## src/mac_settings.svh

```systemverilog
// mac memory glue settings
// sizes, region codes and counter widths shared by the memory-side blocks

`ifndef MAC_SETTINGS_SVH
`define MAC_SETTINGS_SVH

// ==================================================
// floppy image sizes
// ==================================================

// sizes count 16-bit words, compared against the word address at download end
// 819200 byte double-sided image
`define DISK_DS_WORDS 24'd409600
// 409600 byte single-sided image
`define DISK_SS_WORDS 24'd204800

// ==================================================
// address map and reset
// ==================================================

// cpu address bits 23..21 of the autovectored io space
`define IO_REGION 3'b111
// reset stretch counter, expires after 2**width 8 MHz enables
`define RST_CNT_W 8
// sdram prefix of the rom and downloaded image region
`define SDRAM_ROM_PREFIX 4'b0001

`endif

```

## src/mac_pkg.sv

```systemverilog
// mac memory glue package
// shared word, address and floppy state types for the memory side

`default_nettype none

package mac_pkg;

	// ==================================================
	// sdram side
	// ==================================================

	// one sdram data word
	typedef logic [15:0] sdram_word_t;

	// sdram word address, 32M words max
	typedef logic [24:0] sdram_addr_t;

	// ==================================================
	// download side
	// ==================================================

	// mapped download word address, rom plus both disk image areas
	typedef logic [20:0] dio_addr_t;

	// per-drive floppy state
	// bit 0 is the internal drive, bit 1 the external drive
	typedef struct packed {
		// double-sided image inserted
		logic [1:0] ds;
		// single-sided image inserted
		logic [1:0] ss;
	} disk_state_t;

endpackage

`default_nettype wire

```

## src/dl_req_if.sv

```systemverilog
// download request interface
// carries a captured download word from the loader to the sdram selector

`timescale 1ns/1ps
`default_nettype none

interface dl_req_if
	import mac_pkg::*;
	();

	// mapped word address inside the rom and disk image region
	dio_addr_t   addr;
	// byte-swapped download word
	sdram_word_t data;
	// write pending for the current bus slot
	logic        write;
	// download active and dio bus slot granted
	logic        cycle;

	// loader side drives the request
	modport loader (
		output addr,
		output data,
		output write,
		output cycle
	);

	// selector side only reads it
	modport selector (
		input addr,
		input data,
		input write,
		input cycle
	);

endinterface

`default_nettype wire

```

## src/reset_sequencer.sv

```systemverilog
// machine reset sequencer
// holds the machine in reset for a counted stretch of 8 MHz enables
// and latches the model and memory size choices during that stretch

`timescale 1ns/1ps
`default_nettype none

`include "mac_settings.svh"

module reset_sequencer (
	input  logic clk_sys,
	input  logic rst_n,
	input  logic clk8_en_p,
	input  logic reset_req,
	input  logic cpu_reset_out_n,
	input  logic model_sel,
	input  logic mem_sel,
	output logic mac_reset_n,
	output logic model_se,
	output logic mem_4mb
);

	// stretch counter, reloaded while any reset source is active
	logic [`RST_CNT_W-1:0] rst_cnt;

	always_ff @(posedge clk_sys or negedge rst_n) begin
		if (!rst_n) begin
			rst_cnt     <= '1;
			mac_reset_n <= 1'b0;
			model_se    <= 1'b0;
			mem_4mb     <= 1'b0;
		end else if (clk8_en_p) begin
			if (reset_req || !cpu_reset_out_n) begin
				// host request or cpu reset instruction restarts the stretch
				rst_cnt     <= '1;
				mac_reset_n <= 1'b0;
			end else if (rst_cnt != '0) begin
				rst_cnt  <= rst_cnt - 1'b1;
				// config follows its inputs only while held in reset
				model_se <= model_sel;
				mem_4mb  <= mem_sel;
			end else begin
				mac_reset_n <= 1'b1;
			end
		end
	end

endmodule

`default_nettype wire

```

## src/bus_decode.sv

```systemverilog
// cpu bus acknowledge decode
// generates dtack and vpa for the 68000 bus, with dtack held off in turbo
// mode until the memory slot has actually served the access

`timescale 1ns/1ps
`default_nettype none

`include "mac_settings.svh"

module bus_decode (
	input  logic       clk_sys,
	input  logic       rst_n,
	input  logic       mac_reset_n,
	input  logic       cpu_as_n,
	input  logic [2:0] cpu_fc,
	input  logic [2:0] cpu_addr_hi,
	input  logic       cpu_bus_control,
	input  logic       select_rom,
	input  logic       select_ram,
	input  logic       turbo,
	output logic       cpu_dtack_n,
	output logic       cpu_vpa_n
);

	// ==================================================
	// turbo acknowledge enable
	// ==================================================

	logic bus_ctl_d;
	logic turbo_dtack_en;
	logic bus_ctl_rise;
	// access that never touches sdram can be acked at once
	logic no_mem_sel;
	logic in_io;

	assign bus_ctl_rise = cpu_bus_control & ~bus_ctl_d;
	assign no_mem_sel   = ~select_rom & ~select_ram;

	always_ff @(posedge clk_sys or negedge rst_n) begin
		if (!rst_n) begin
			bus_ctl_d      <= 1'b0;
			turbo_dtack_en <= 1'b0;
		end else begin
			bus_ctl_d <= cpu_bus_control;
			if (!mac_reset_n) begin
				turbo_dtack_en <= 1'b0;
			end else if (cpu_as_n) begin
				// strobe gone, next access starts unacked
				turbo_dtack_en <= 1'b0;
			end else if (bus_ctl_rise || no_mem_sel) begin
				turbo_dtack_en <= 1'b1;
			end
		end
	end

	// ==================================================
	// acknowledge outputs
	// ==================================================

	assign in_io = (cpu_addr_hi == `IO_REGION);

	// interrupt ack cycles are always autovectored
	assign cpu_vpa_n = (cpu_fc == 3'b111) ? 1'b0 : ~(~cpu_as_n & in_io);

	// io space is acked through vpa, everything else through dtack
	assign cpu_dtack_n = ~(~cpu_as_n & ~in_io) | (turbo & ~turbo_dtack_en);

endmodule

`default_nettype wire

```

## src/image_loader.sv

```systemverilog
// image download loader
// captures download words with a wait handshake against the dio bus slot,
// maps them into the rom and disk image areas and detects floppy images

`timescale 1ns/1ps
`default_nettype none

`include "mac_settings.svh"

module image_loader
	import mac_pkg::*;
(
	input  logic        clk_sys,
	input  logic        rst_n,
	input  logic        ioctl_download,
	input  logic [7:0]  ioctl_index,
	input  logic        ioctl_wr,
	input  logic [24:0] ioctl_addr,
	input  sdram_word_t ioctl_data,
	input  logic        dio_bus_control,
	input  logic [1:0]  disk_eject,
	output logic        ioctl_wait,
	output logic        disk_int_ins,
	output logic        disk_ext_ins,
	output logic [1:0]  disk_sides,
	dl_req_if.loader    dl
);

	// host address counts bytes, sdram counts words
	logic [23:0] word_addr;
	dio_addr_t   map_addr;
	dio_addr_t   dio_a;
	sdram_word_t dio_data;
	logic        dio_write;
	logic        bus_ctl_d;
	logic        download_d;
	disk_state_t disk_st;

	assign word_addr = ioctl_addr[24:1];

	// disk images sit above the os rom at word offsets 0x80000 and 0x100000
	always_comb begin
		if (ioctl_index[1:0] != 2'b00) begin
			map_addr = {ioctl_index[1:0], word_addr[18:0]};
		end else begin
			map_addr = {2'b00, ioctl_index[6], word_addr[17:0]};
		end
	end

	// ==================================================
	// capture and wait handshake
	// ==================================================

	// captured word and address, valid whenever ioctl_wait is high
	always_ff @(posedge clk_sys) begin
		if (ioctl_wr) begin
			dio_data <= {ioctl_data[7:0], ioctl_data[15:8]};
			dio_a    <= map_addr;
		end
	end

	always_ff @(posedge clk_sys or negedge rst_n) begin
		if (!rst_n) begin
			ioctl_wait <= 1'b0;
			dio_write  <= 1'b0;
			bus_ctl_d  <= 1'b0;
		end else begin
			bus_ctl_d <= dio_bus_control;
			if (ioctl_wr) begin
				ioctl_wait <= 1'b1;
			end
			// write flag only changes between dio slots
			if (!dio_bus_control) begin
				dio_write <= ioctl_wait;
			end
			// slot ended with the write done, release the host
			if (bus_ctl_d && !dio_bus_control && dio_write) begin
				ioctl_wait <= 1'b0;
			end
		end
	end

	// ==================================================
	// floppy image detection
	// ==================================================

	always_ff @(posedge clk_sys or negedge rst_n) begin
		if (!rst_n) begin
			download_d <= 1'b0;
			disk_st    <= '0;
		end else begin
			download_d <= ioctl_download;
			for (int d = 0; d < 2; d++) begin
				// index 1 is the internal drive, index 2 the external one
				if (download_d && !ioctl_download && ioctl_index == 8'(d + 1)) begin
					disk_st.ds[d] <= (word_addr == `DISK_DS_WORDS);
					disk_st.ss[d] <= (word_addr == `DISK_SS_WORDS);
				end
				// eject from the os wins over a finishing download
				if (disk_eject[d]) begin
					disk_st.ds[d] <= 1'b0;
					disk_st.ss[d] <= 1'b0;
				end
			end
		end
	end

	assign disk_int_ins = disk_st.ds[0] | disk_st.ss[0];
	assign disk_ext_ins = disk_st.ds[1] | disk_st.ss[1];
	assign disk_sides   = disk_st.ds;

	// request towards the sdram selector
	assign dl.addr  = dio_a;
	assign dl.data  = dio_data;
	assign dl.write = dio_write;
	assign dl.cycle = ioctl_download & dio_bus_control;

endmodule

`default_nettype wire

```

## src/sdram_select.sv

```systemverilog
// sdram request selector
// picks the download or the machine as sdram request source and forms
// the read data returned to the machine

`timescale 1ns/1ps
`default_nettype none

`include "mac_settings.svh"

module sdram_select
	import mac_pkg::*;
(
	dl_req_if.selector  dl,
	input  logic        model_se,
	input  logic        rom_oe_n,
	input  logic        ram_oe_n,
	input  logic        ram_we_n,
	input  logic        memory_uds_n,
	input  logic        memory_lds_n,
	input  logic [21:0] memory_addr,
	input  sdram_word_t memory_data_out,
	input  logic        dsk_read_ack_int,
	input  logic        dsk_read_ack_ext,
	input  sdram_word_t sdram_out,
	output sdram_addr_t sdram_addr,
	output sdram_word_t sdram_din,
	output logic [1:0]  sdram_ds,
	output logic        sdram_we,
	output logic        sdram_oe,
	output sdram_word_t memory_data_in
);

	logic        dsk_read;
	// disk images are byte wide, so one byte is spread over the word
	sdram_word_t byte_dup;

	assign dsk_read = dsk_read_ack_int | dsk_read_ack_ext;
	assign byte_dup = memory_addr[0] ? {sdram_out[7:0], sdram_out[7:0]}
	                                 : {sdram_out[15:8], sdram_out[15:8]};

	always_comb begin
		if (dl.cycle) begin
			// download owns the slot, full word writes into rom region
			sdram_addr     = {`SDRAM_ROM_PREFIX, dl.addr};
			sdram_din      = dl.data;
			sdram_ds       = 2'b11;
			sdram_we       = dl.write;
			sdram_oe       = 1'b0;
			// all ones keeps the screen black while loading
			memory_data_in = 16'hffff;
		end else begin
			if (!rom_oe_n) begin
				// model selects the plus or se rom bank
				sdram_addr = {`SDRAM_ROM_PREFIX, 2'b00, model_se, memory_addr[18:1]};
			end else begin
				// ram, with disk reads placed in the upper half
				sdram_addr = {3'b000, dsk_read, memory_addr[21:1]};
			end
			sdram_din      = memory_data_out;
			sdram_ds       = {~memory_uds_n, ~memory_lds_n};
			sdram_we       = ~ram_we_n;
			sdram_oe       = ~ram_oe_n | ~rom_oe_n | dsk_read;
			memory_data_in = dsk_read ? byte_dup : sdram_out;
		end
	end

endmodule

`default_nettype wire

```

## src/mac_memory_top.sv

```systemverilog
// mac memory glue top level
// reset stretch, bus acknowledge, image download and sdram request selection

`timescale 1ns/1ps
`default_nettype none

module mac_memory_top
	import mac_pkg::*;
(
	input  logic        clk_sys,
	input  logic        rst_n,
	// reset and configuration
	input  logic        clk8_en_p,
	input  logic        reset_req,
	input  logic        cpu_reset_out_n,
	input  logic        model_sel,
	input  logic        mem_sel,
	output logic        mac_reset_n,
	output logic        model_se,
	output logic        mem_4mb,
	// cpu bus
	input  logic        cpu_as_n,
	input  logic [2:0]  cpu_fc,
	input  logic [2:0]  cpu_addr_hi,
	input  logic        cpu_bus_control,
	input  logic        select_rom,
	input  logic        select_ram,
	input  logic        turbo,
	output logic        cpu_dtack_n,
	output logic        cpu_vpa_n,
	// download bus
	input  logic        ioctl_download,
	input  logic [7:0]  ioctl_index,
	input  logic        ioctl_wr,
	input  logic [24:0] ioctl_addr,
	input  sdram_word_t ioctl_data,
	input  logic        dio_bus_control,
	output logic        ioctl_wait,
	// floppy state
	input  logic [1:0]  disk_eject,
	output logic        disk_int_ins,
	output logic        disk_ext_ins,
	output logic [1:0]  disk_sides,
	// machine memory requests
	input  logic        rom_oe_n,
	input  logic        ram_oe_n,
	input  logic        ram_we_n,
	input  logic        memory_uds_n,
	input  logic        memory_lds_n,
	input  logic [21:0] memory_addr,
	input  sdram_word_t memory_data_out,
	input  logic        dsk_read_ack_int,
	input  logic        dsk_read_ack_ext,
	output sdram_word_t memory_data_in,
	// sdram controller side
	input  sdram_word_t sdram_out,
	output sdram_addr_t sdram_addr,
	output sdram_word_t sdram_din,
	output logic [1:0]  sdram_ds,
	output logic        sdram_we,
	output logic        sdram_oe
);

	// download request between loader and selector
	dl_req_if dl ();

	reset_sequencer i_reset_seq (.*);

	bus_decode i_bus_decode (.*);

	image_loader i_image_loader (.*);

	sdram_select i_sdram_select (.*);

endmodule

`default_nettype wire

```

## config.mk

```make
export PLATFORM = sky130hd
export DESIGN_NAME = mac_memory_top
export DESIGN_NICKNAME = d
export VERILOG_FILES = /design/src/mac_pkg.sv /design/src/dl_req_if.sv /design/src/reset_sequencer.sv /design/src/bus_decode.sv /design/src/image_loader.sv /design/src/sdram_select.sv /design/src/mac_memory_top.sv
export VERILOG_INCLUDE_DIRS = /design/src
export SDC_FILE = /design/constraint.sdc
export NUM_CORES = 1
export LEC_CHECK = 0
export BUFFER_PORTS_ARGS = -buffer_cell sky130_fd_sc_hd__buf_2
export CAP_MARGIN = 20
export CORE_ASPECT_RATIO = 1.5
export CORE_MARGIN = 8
export CORE_UTILIZATION = 45
export DETAILED_ROUTE_END_ITERATION = 10
export GPL_TIMING_DRIVEN = 0
export PLACE_DENSITY = 0.83
export SLEW_MARGIN = 20
export SYNTH_ARGS = -nofsm -noshare
export SYNTH_HDL_FRONTEND = slang
export SYNTH_SLANG_ARGS = --single-unit
```

## constraint.sdc

```tcl
create_clock -name clk_sys -period 5.5 [get_ports clk_sys]
set_input_delay 0.55 -clock clk_sys [delete_from_list [all_inputs] [get_ports clk_sys]]
set_output_delay 0.55 -clock clk_sys [all_outputs]
set_load 0.02 [all_outputs]
```

==> metrics, run 1 <==
CTS resizes 0; antenna violations before repair 0; capture point of the worst path sdram_din[13]; max_cap viols 0; ratio of cells with drive above 1 in the final layout around 56%; area share of the largest cell type after synthesis 36.3%; Most Frequent Cell on Critical Path buf_2; # hold bufs at CTS 0; DP Wirelength 8050 um; final instance area 4380 um2; crit start category input pin; Final period util 45.4%; number of flops mapped to enable cells by yosys 37; slowest library cell on the worst path mux2_2; root buffer cell clkbuf_8; status completed; Multi-input gate area around 1300 um2; post-synthesis async set-or-reset flop share between 30% and 40%; Rel. slew slack 42.5%; WHS between 0.15 and 0.2 ns; Placer Congestion ~0.94; setup_tns 0 ns; Synth Warn # 0; critical-path cell list buf_2 -> and2_1 -> buf_2 -> buf_2 -> mux2_2 -> buf_2; reg-to-reg endpoint i_reset_seq.model_se; Initial Util 45.6%; Die H 117 um; die width 83.4 um; vias in the first global route 2996; worst-path fanout max 10; synthesis-to-layout area growth 43.1%; Setup crit end kind output pin; Post-CTS Setup Inserts 0; I/O pins 204; Cell Area, Synth 3060 um2; Final Skew 0.00384 ns; ys flop type edfxtp_1; Routed WL between 9000 and 10000 um; Fillers 536; DRT iter0 DRCs roughly 170; drt pass-1 iters 4; Hold Vio Cnt, Final 0; RSZ-0062 raised after global routing no; Worst R2R Start i_reset_seq.rst_cnt[0]; post-synth cell types 46; Detail Route Antenna Nets 0; # diodes 0; syn_area_per_cell 11.2 um2; Pwr Density 269 nW/um2; cell count after synthesis 273; CTS Buf Count 9; minimum clock period between 2 and 2.5 ns; GRT overflow 0; LEAKAGE around 2 nW; WP data arrival 1.95 ns; Placed Area 4160 um2; die area around 9800 um2; post-synth top area cell edfxtp_1; Clock Path Buffers 2; core area 6710 um2; global-route wire length before repair 15100 um; Reg2Reg Setup Slack 3.30 ns; Num Clock Sinks 58; peak supply drop 0.000174 V; DRC viols 0; Hold WC Path Type input pin to asynchronous set/reset pin; pin count of the biggest net entering global routing 39; Clk Latency, worst-skew pair 0.33 ns; CTS tree built; Critical Path Start dio_bus_control; nets 620; most area-consuming cells after synthesis edfxtp_1 (36%), mux2_2 (14%), dfrtp_1 (11%), dfstp_2 (6.9%), nand2_1 (5.6%); overall power 1.18 mW; fmax 401 MHz; Finish-stage setup viols 0; Worst R2R Path Depth 5; WL/cell 17.4 um; CP peak stage delay 0.37 ns; I/O Buffers 199; via count between 2000 and 3000; Critical Path RT between 4 and 5 ns; max-slew violations 0; Total GRT Usage 19.4%; H-tree depth 3; row count 37; Yosys reg bits 58; Register Area 1650 um2; slew of the pin with the lowest slew margin ~0.86 ns; vias per cell 5.24; post-synthesis sequential area ratio between 50% and 60%; clk slew on worst S/H paths about 0.07 ns; CP Class input pin to output pin
==> Yosys cell counts (all sizes together) (3+ instances only) <==
cell type / count
a21oi: 9
a31oi: 4
buf: 7
clkbuf: 9
dfrtp: 13
dfstp: 8
edfxtp: 37
inv: 5
mux2: 38
mux2i: 3
nand2: 46
nand2b: 5
nand3: 21
nor2: 8
nor2b: 3
nor3: 4
nor4: 7
o21ai: 6
o32ai: 4
or2: 3
==> state kept, by name, indices dropped and copies added, names as in the netlist, 2 cells and up <==
| name | cells |
|---|---|
| i_image_loader.disk_sides | 2 |
| i_reset_seq.rst_cnt | 8 |
| i_image_loader.dl.addr | 21 |
| i_image_loader.dl.data | 16 |
| i_image_loader.disk_st | 2 |
==> metrics by stage <==
| step | std cells | setup slack (ns) | utilization (%) |
|---|---|---|---|
| after detailed placement | 552 | 3.00 | 62.0 |
| after global routing | 568 | 2.94 | 65.3 |
| after CTS | 568 | 2.99 | 65.3 |
| after global placement | 552 | 2.97 | 62.0 |
| final | 568 | 3.00 | 65.3 |
| after floorplan | 275 | 3.39 | - |
==> metal layers <==
layer / up-vias / global-route usage [%] / wire [um]
li1: 1426 / - / -
met1: 1379 / 21.9 / 3830
met2: 151 / 31.9 / 5010
met3: 21 / 6.44 / 774
met4: 0 / 10.5 / 263
met5: - / 0 / 0
==> cell families (layout without fill, tap and decap cells) <==
logic type	after synthesis	after routing	share of synthesized area, %
mux	41	41	15.0
compound gates	37	37	8.17
buf+inv	21	236	3.27
flops	58	58	53.8
other cells	1	3	0.122
fa+ha+maj	2	2	0.817
simple gates	113	113	18.9
==> critical path: cells and delay by family <==
family                 cells  cell delay, ns
buffers and inverters      4            0.83
multiplexers               1            0.37
AND/OR/NAND/NOR            1            0.20
==> worst min-delay path by stage <==
| stage | startpoint | end | cells after the start |
|---|---|---|---|
| global placement | i_reset_seq.mem_4mb | i_reset_seq.mem_4mb | 1 |
| finish | rst_n | i_reset_seq.mem_4mb | 1 |
| global route | rst_n | i_bus_decode.turbo_dtack_en | 1 |
| CTS | rst_n | i_bus_decode.turbo_dtack_en | 1 |
| detailed placement | i_reset_seq.rst_cnt[5] | i_reset_seq.rst_cnt[5] | 1 |
| floorplan | rst_n | i_bus_decode.bus_ctl_d | 0 |
==> power breakdown <==
part / internal [mW] / switching [mW] / leakage, nW / total (mW)
Sequential: 0.498 / 0.0110 / 0.610 / 0.509
Clock: 0.254 / 0.176 / 0.105 / 0.430
Combinational: 0.102 / 0.138 / 1.34 / 0.239
==> area by class of cell <==
class	count	share of cell area, %
sequential	58	37.6
clock buffer	9	2.83
buffer	16	1.86
timing repair buffer	199	22.7
inverter	5	0.428
multi-input combinational	196	30.2
tap	78	2.23
clock inverter	7	2.14
==> cells in the final DEF, fill, tap and decap left out, types with 2 or more instances in the layout <==
cell / synthesis / routed
nand2b_1: 5 / 5
o32ai_1: 4 / 4
nor4bb_1: 2 / 2
buf_2: 2 / 201
conb_1: 1 / 3
a21oi_1: 9 / 9
bufinv_16: 0 / 2
a31oi_1: 4 / 4
dfrtp_1: 13 / 13
ha_1: 2 / 2
buf_4: 5 / 5
clkbuf_1: 9 / 9
clkbuf_8: 0 / 9
or2_2: 3 / 3
clkinvlp_4: 0 / 2
a22oi_1: 2 / 2
a211oi_1: 2 / 2
dfstp_2: 8 / 8
nor2_1: 8 / 8
mux2_2: 38 / 38
nor4_1: 6 / 6
clkinv_2: 0 / 2
or3b_2: 2 / 2
nand2_1: 46 / 46
o21ai_0: 5 / 5
and3_1: 2 / 2
nor3_1: 4 / 4
nand4b_1: 2 / 2
mux2i_1: 3 / 3
nand3_1: 21 / 21
edfxtp_1: 37 / 37
nor3b_1: 2 / 2
inv_1: 5 / 5
nor4b_1: 2 / 2
a21boi_0: 2 / 2
nor2b_1: 3 / 3
(Power assumes the default switching activity.)
==> inputs of run 2 (changes only) <==
--- a/config.mk
+++ b/config.mk
@@ -10,10 +10,10 @@
 export CAP_MARGIN = 20
 export CORE_ASPECT_RATIO = 1.5
 export CORE_MARGIN = 8
-export CORE_UTILIZATION = 45
+export CORE_UTILIZATION = 38
 export DETAILED_ROUTE_END_ITERATION = 10
 export GPL_TIMING_DRIVEN = 0
-export PLACE_DENSITY = 0.83
+export PLACE_DENSITY = 0.75
 export SLEW_MARGIN = 20
 export SYNTH_ARGS = -nofsm -noshare
 export SYNTH_HDL_FRONTEND = slang
==> constraint.sdc (replaced) <==
create_clock -name clk_sys -period 2.1 [get_ports clk_sys]
set_input_delay 0.21 -clock clk_sys [delete_from_list [all_inputs] [get_ports clk_sys]]
set_output_delay 0.21 -clock clk_sys [all_outputs]
set_load 0.02 [all_outputs]
==> metrics, run 2 (synthesis results as in run 1) <==
Hold Path Sink i_image_loader.download_d; root buffer cell clkbuf_16; CP peak stage delay 0.58 ns (+0.21 ns); DP Wirelength 8110 um (+0.65%); minimum clock period 1.99 ns; most frequent cells in the layout buf_2 (201), nand2_1 (46), mux2_2 (38); crit start category flip-flop; row count 40 (+8.1%); reg-to-reg endpoint i_reset_seq.model_se; setup_tns 0 ns (unchanged); via count 3020 (+1.4%); critical-path cell list inv_1 -> ha_1 -> nor3b_1 -> a211oi_2 -> mux2_2; RSZ-0062 raised after global routing no; Critical Path RT 2.30 ns (-2.65 ns); Clock Path Buffers 2 (unchanged); WP data arrival 2.19 ns (+0.24 ns); Finish-stage setup viols 0 (unchanged); drt pass-1 iters 6 (+2); nets 622 (+0.32%); WL/cell 16.9 um (-3.0%); max reg flops 21 (unchanged); CTS tree built; Worst R2R Path Depth 5 (unchanged); max-slew violations 0 (unchanged); Hold Path Origin ioctl_download; M1 WL 3600 um (-6.0%); I/O Buffers 199 (unchanged); Reg2Reg Setup Slack 0.11 ns (-3.19 ns); synthesis-to-layout area growth 46.3%; Initial Util 38.7% (-6.9 points); # diodes 0 (unchanged); Highest Signal Layer met4; Hold WC Path Type input pin to flip-flop; most common cell after layout, fill and taps aside buf_2; routed wl met2 5320 um (+6.3%); Clk Latency, worst-skew pair 0.32 ns (about the same); CTS Buf Count 9 (unchanged); Pwr Density 717 nW/um2 (+170%); I/O pins 204 (unchanged); vias per cell 5.06 (-3.5%); slew of the pin with the lowest slew margin 0.875 ns (+0.0126 ns); Placed Cells 579 (+4.9%); GRT overflow 0 (unchanged); Worst R2R Start i_reset_seq.rst_cnt[0]; Layout Utilization 56.6% (-8.6 points); worst-path fanout max 6 (-4); cell family with most CP delay flip-flops; die width 89.3 um (+7.1%); dpl ws -0.0864 ns (-3.09 ns); Final WS setup 0.114 ns (-2.89 ns); DRT iter0 DRCs 153 (-9.5%); Routed WL 10100 um (+2.0%); ratio of cells with drive above 1 in the final layout 55.3% (-1.0 points); Crit path buffers/inverters 1 (-3); Final period util 94.6%; max_cap viols 0 (unchanged); Total GRT Usage 17.5% (-1.9 points); clk slew on worst S/H paths 0.05 ns (-0.02 ns); die area 11200 um2 (+15%); WHS 0.0472 ns (-0.119 ns); Rel. slew slack 41.6% (-0.84 points); global-route wire length before repair 15200 um (+0.50%); Placer Congestion 0.910 (-3.4%); slowest library cell on the worst path dfstp_2; peak supply drop 0.000437 V (+150%); Hold Vio Cnt, Final 0 (unchanged); status completed; LEAKAGE 2.08 nW (+1.3%); fmax 503 MHz; non-filler cells, final 597 (+5.1%); DRC viols 0 (unchanged); Setup crit end kind flip-flop; Final Skew 0.00603 ns (+0.00219 ns); hold path depth 1; core area 7910 um2 (+18%); vias in the first global route 3059 (+2.1%); routed length on met3 864 um (+12%); Num Clock Sinks 58 (unchanged); H-tree depth 3 (unchanged); pin count of the biggest net entering global routing 39 (unchanged); antenna violations before repair 0 (unchanged); Detail Route Antenna Nets 0 (unchanged); Die H 126 um (+7.6%); CP Class flip-flop to flip-flop
## run 2: cell count changes in the layout (fill, tap and decap cells not counted)
cell	before	now
clkinvlp_4	2	1
clkinv_4	1	0
clkbuf_8	9	0
clkinv_2	2	1
a211oi_1	2	1
bufinv_16	2	0
clkbuf_16	0	9
clkinv_1	0	2
dlygate4sd3_1	0	2
clkbuf_1	9	12
a211oi_2	0	1
## run 2: worst reg2reg max path, stage by stage, from the launching register on
cell and delay, ns:
dfstp_2 0.58, inv_1 0.07, ha_1 0.20, nor3b_1 0.20, a211oi_2 0.43, mux2_2 0.38
## run 2: what timing repair did
action / 4_1_cts / 5_1_grt
buffers inserted: 0 / 0
hold buffers: 2 / 0
resized for setup: 1 / 0
endpoints found under the hold margin: 14 / 0
setup endpoints to repair: 2 / 0
## run 2: where the power goes
group          total [mW]  switching [mW]  leakage [nW]  internal (mW)
Combinational       0.632           0.362          1.35          0.269
Clock                1.25           0.461         0.122          0.786
Sequential           1.33          0.0277         0.610           1.31
## run 2: worst max path at each step
stage | from | end | slack (ns) | cells after the start
global route | i_reset_seq.rst_cnt[0] | i_reset_seq.mem_4mb | 0.007 | 5
detailed placement | i_reset_seq.rst_cnt[0] | i_reset_seq.model_se | -0.09 | 5
CTS | i_reset_seq.rst_cnt[0] | i_reset_seq.mem_4mb | 0.12 | 5
finish | i_reset_seq.rst_cnt[0] | i_reset_seq.model_se | 0.11 | 5
global placement | i_reset_seq.rst_cnt[0] | i_reset_seq.mem_4mb | -0.05 | 5
floorplan | i_reset_seq.rst_cnt[0] | i_reset_seq.mem_4mb | 0.22 | 5
## run 2: stage by stage
step	instance area [um2]	power (mW)
CTS	4480	3.25
global placement	4200	1.97
global route	4480	3.35
detailed placement	4200	1.98
finish	4480	3.21
floorplan	3070	1.68
## run 2: cell type report
type	instances	area (um2)
Buffer	16	81.3
Clock buffer	12	236
Clock inverter	4	20.0
Fill cell	712	3430
Inverter	5	18.8
Multi-Input combinational cell	196	1330
Sequential cell	58	1650
Tap cell	105	131
Timing Repair Buffer	201	1020
## run 2: routing by layer
layer  vias up  GRT usage, %
met5         -             0
met4         0          8.37
met3        19          4.69
met2       135          30.8
met1      1416          18.3
li1       1450             -
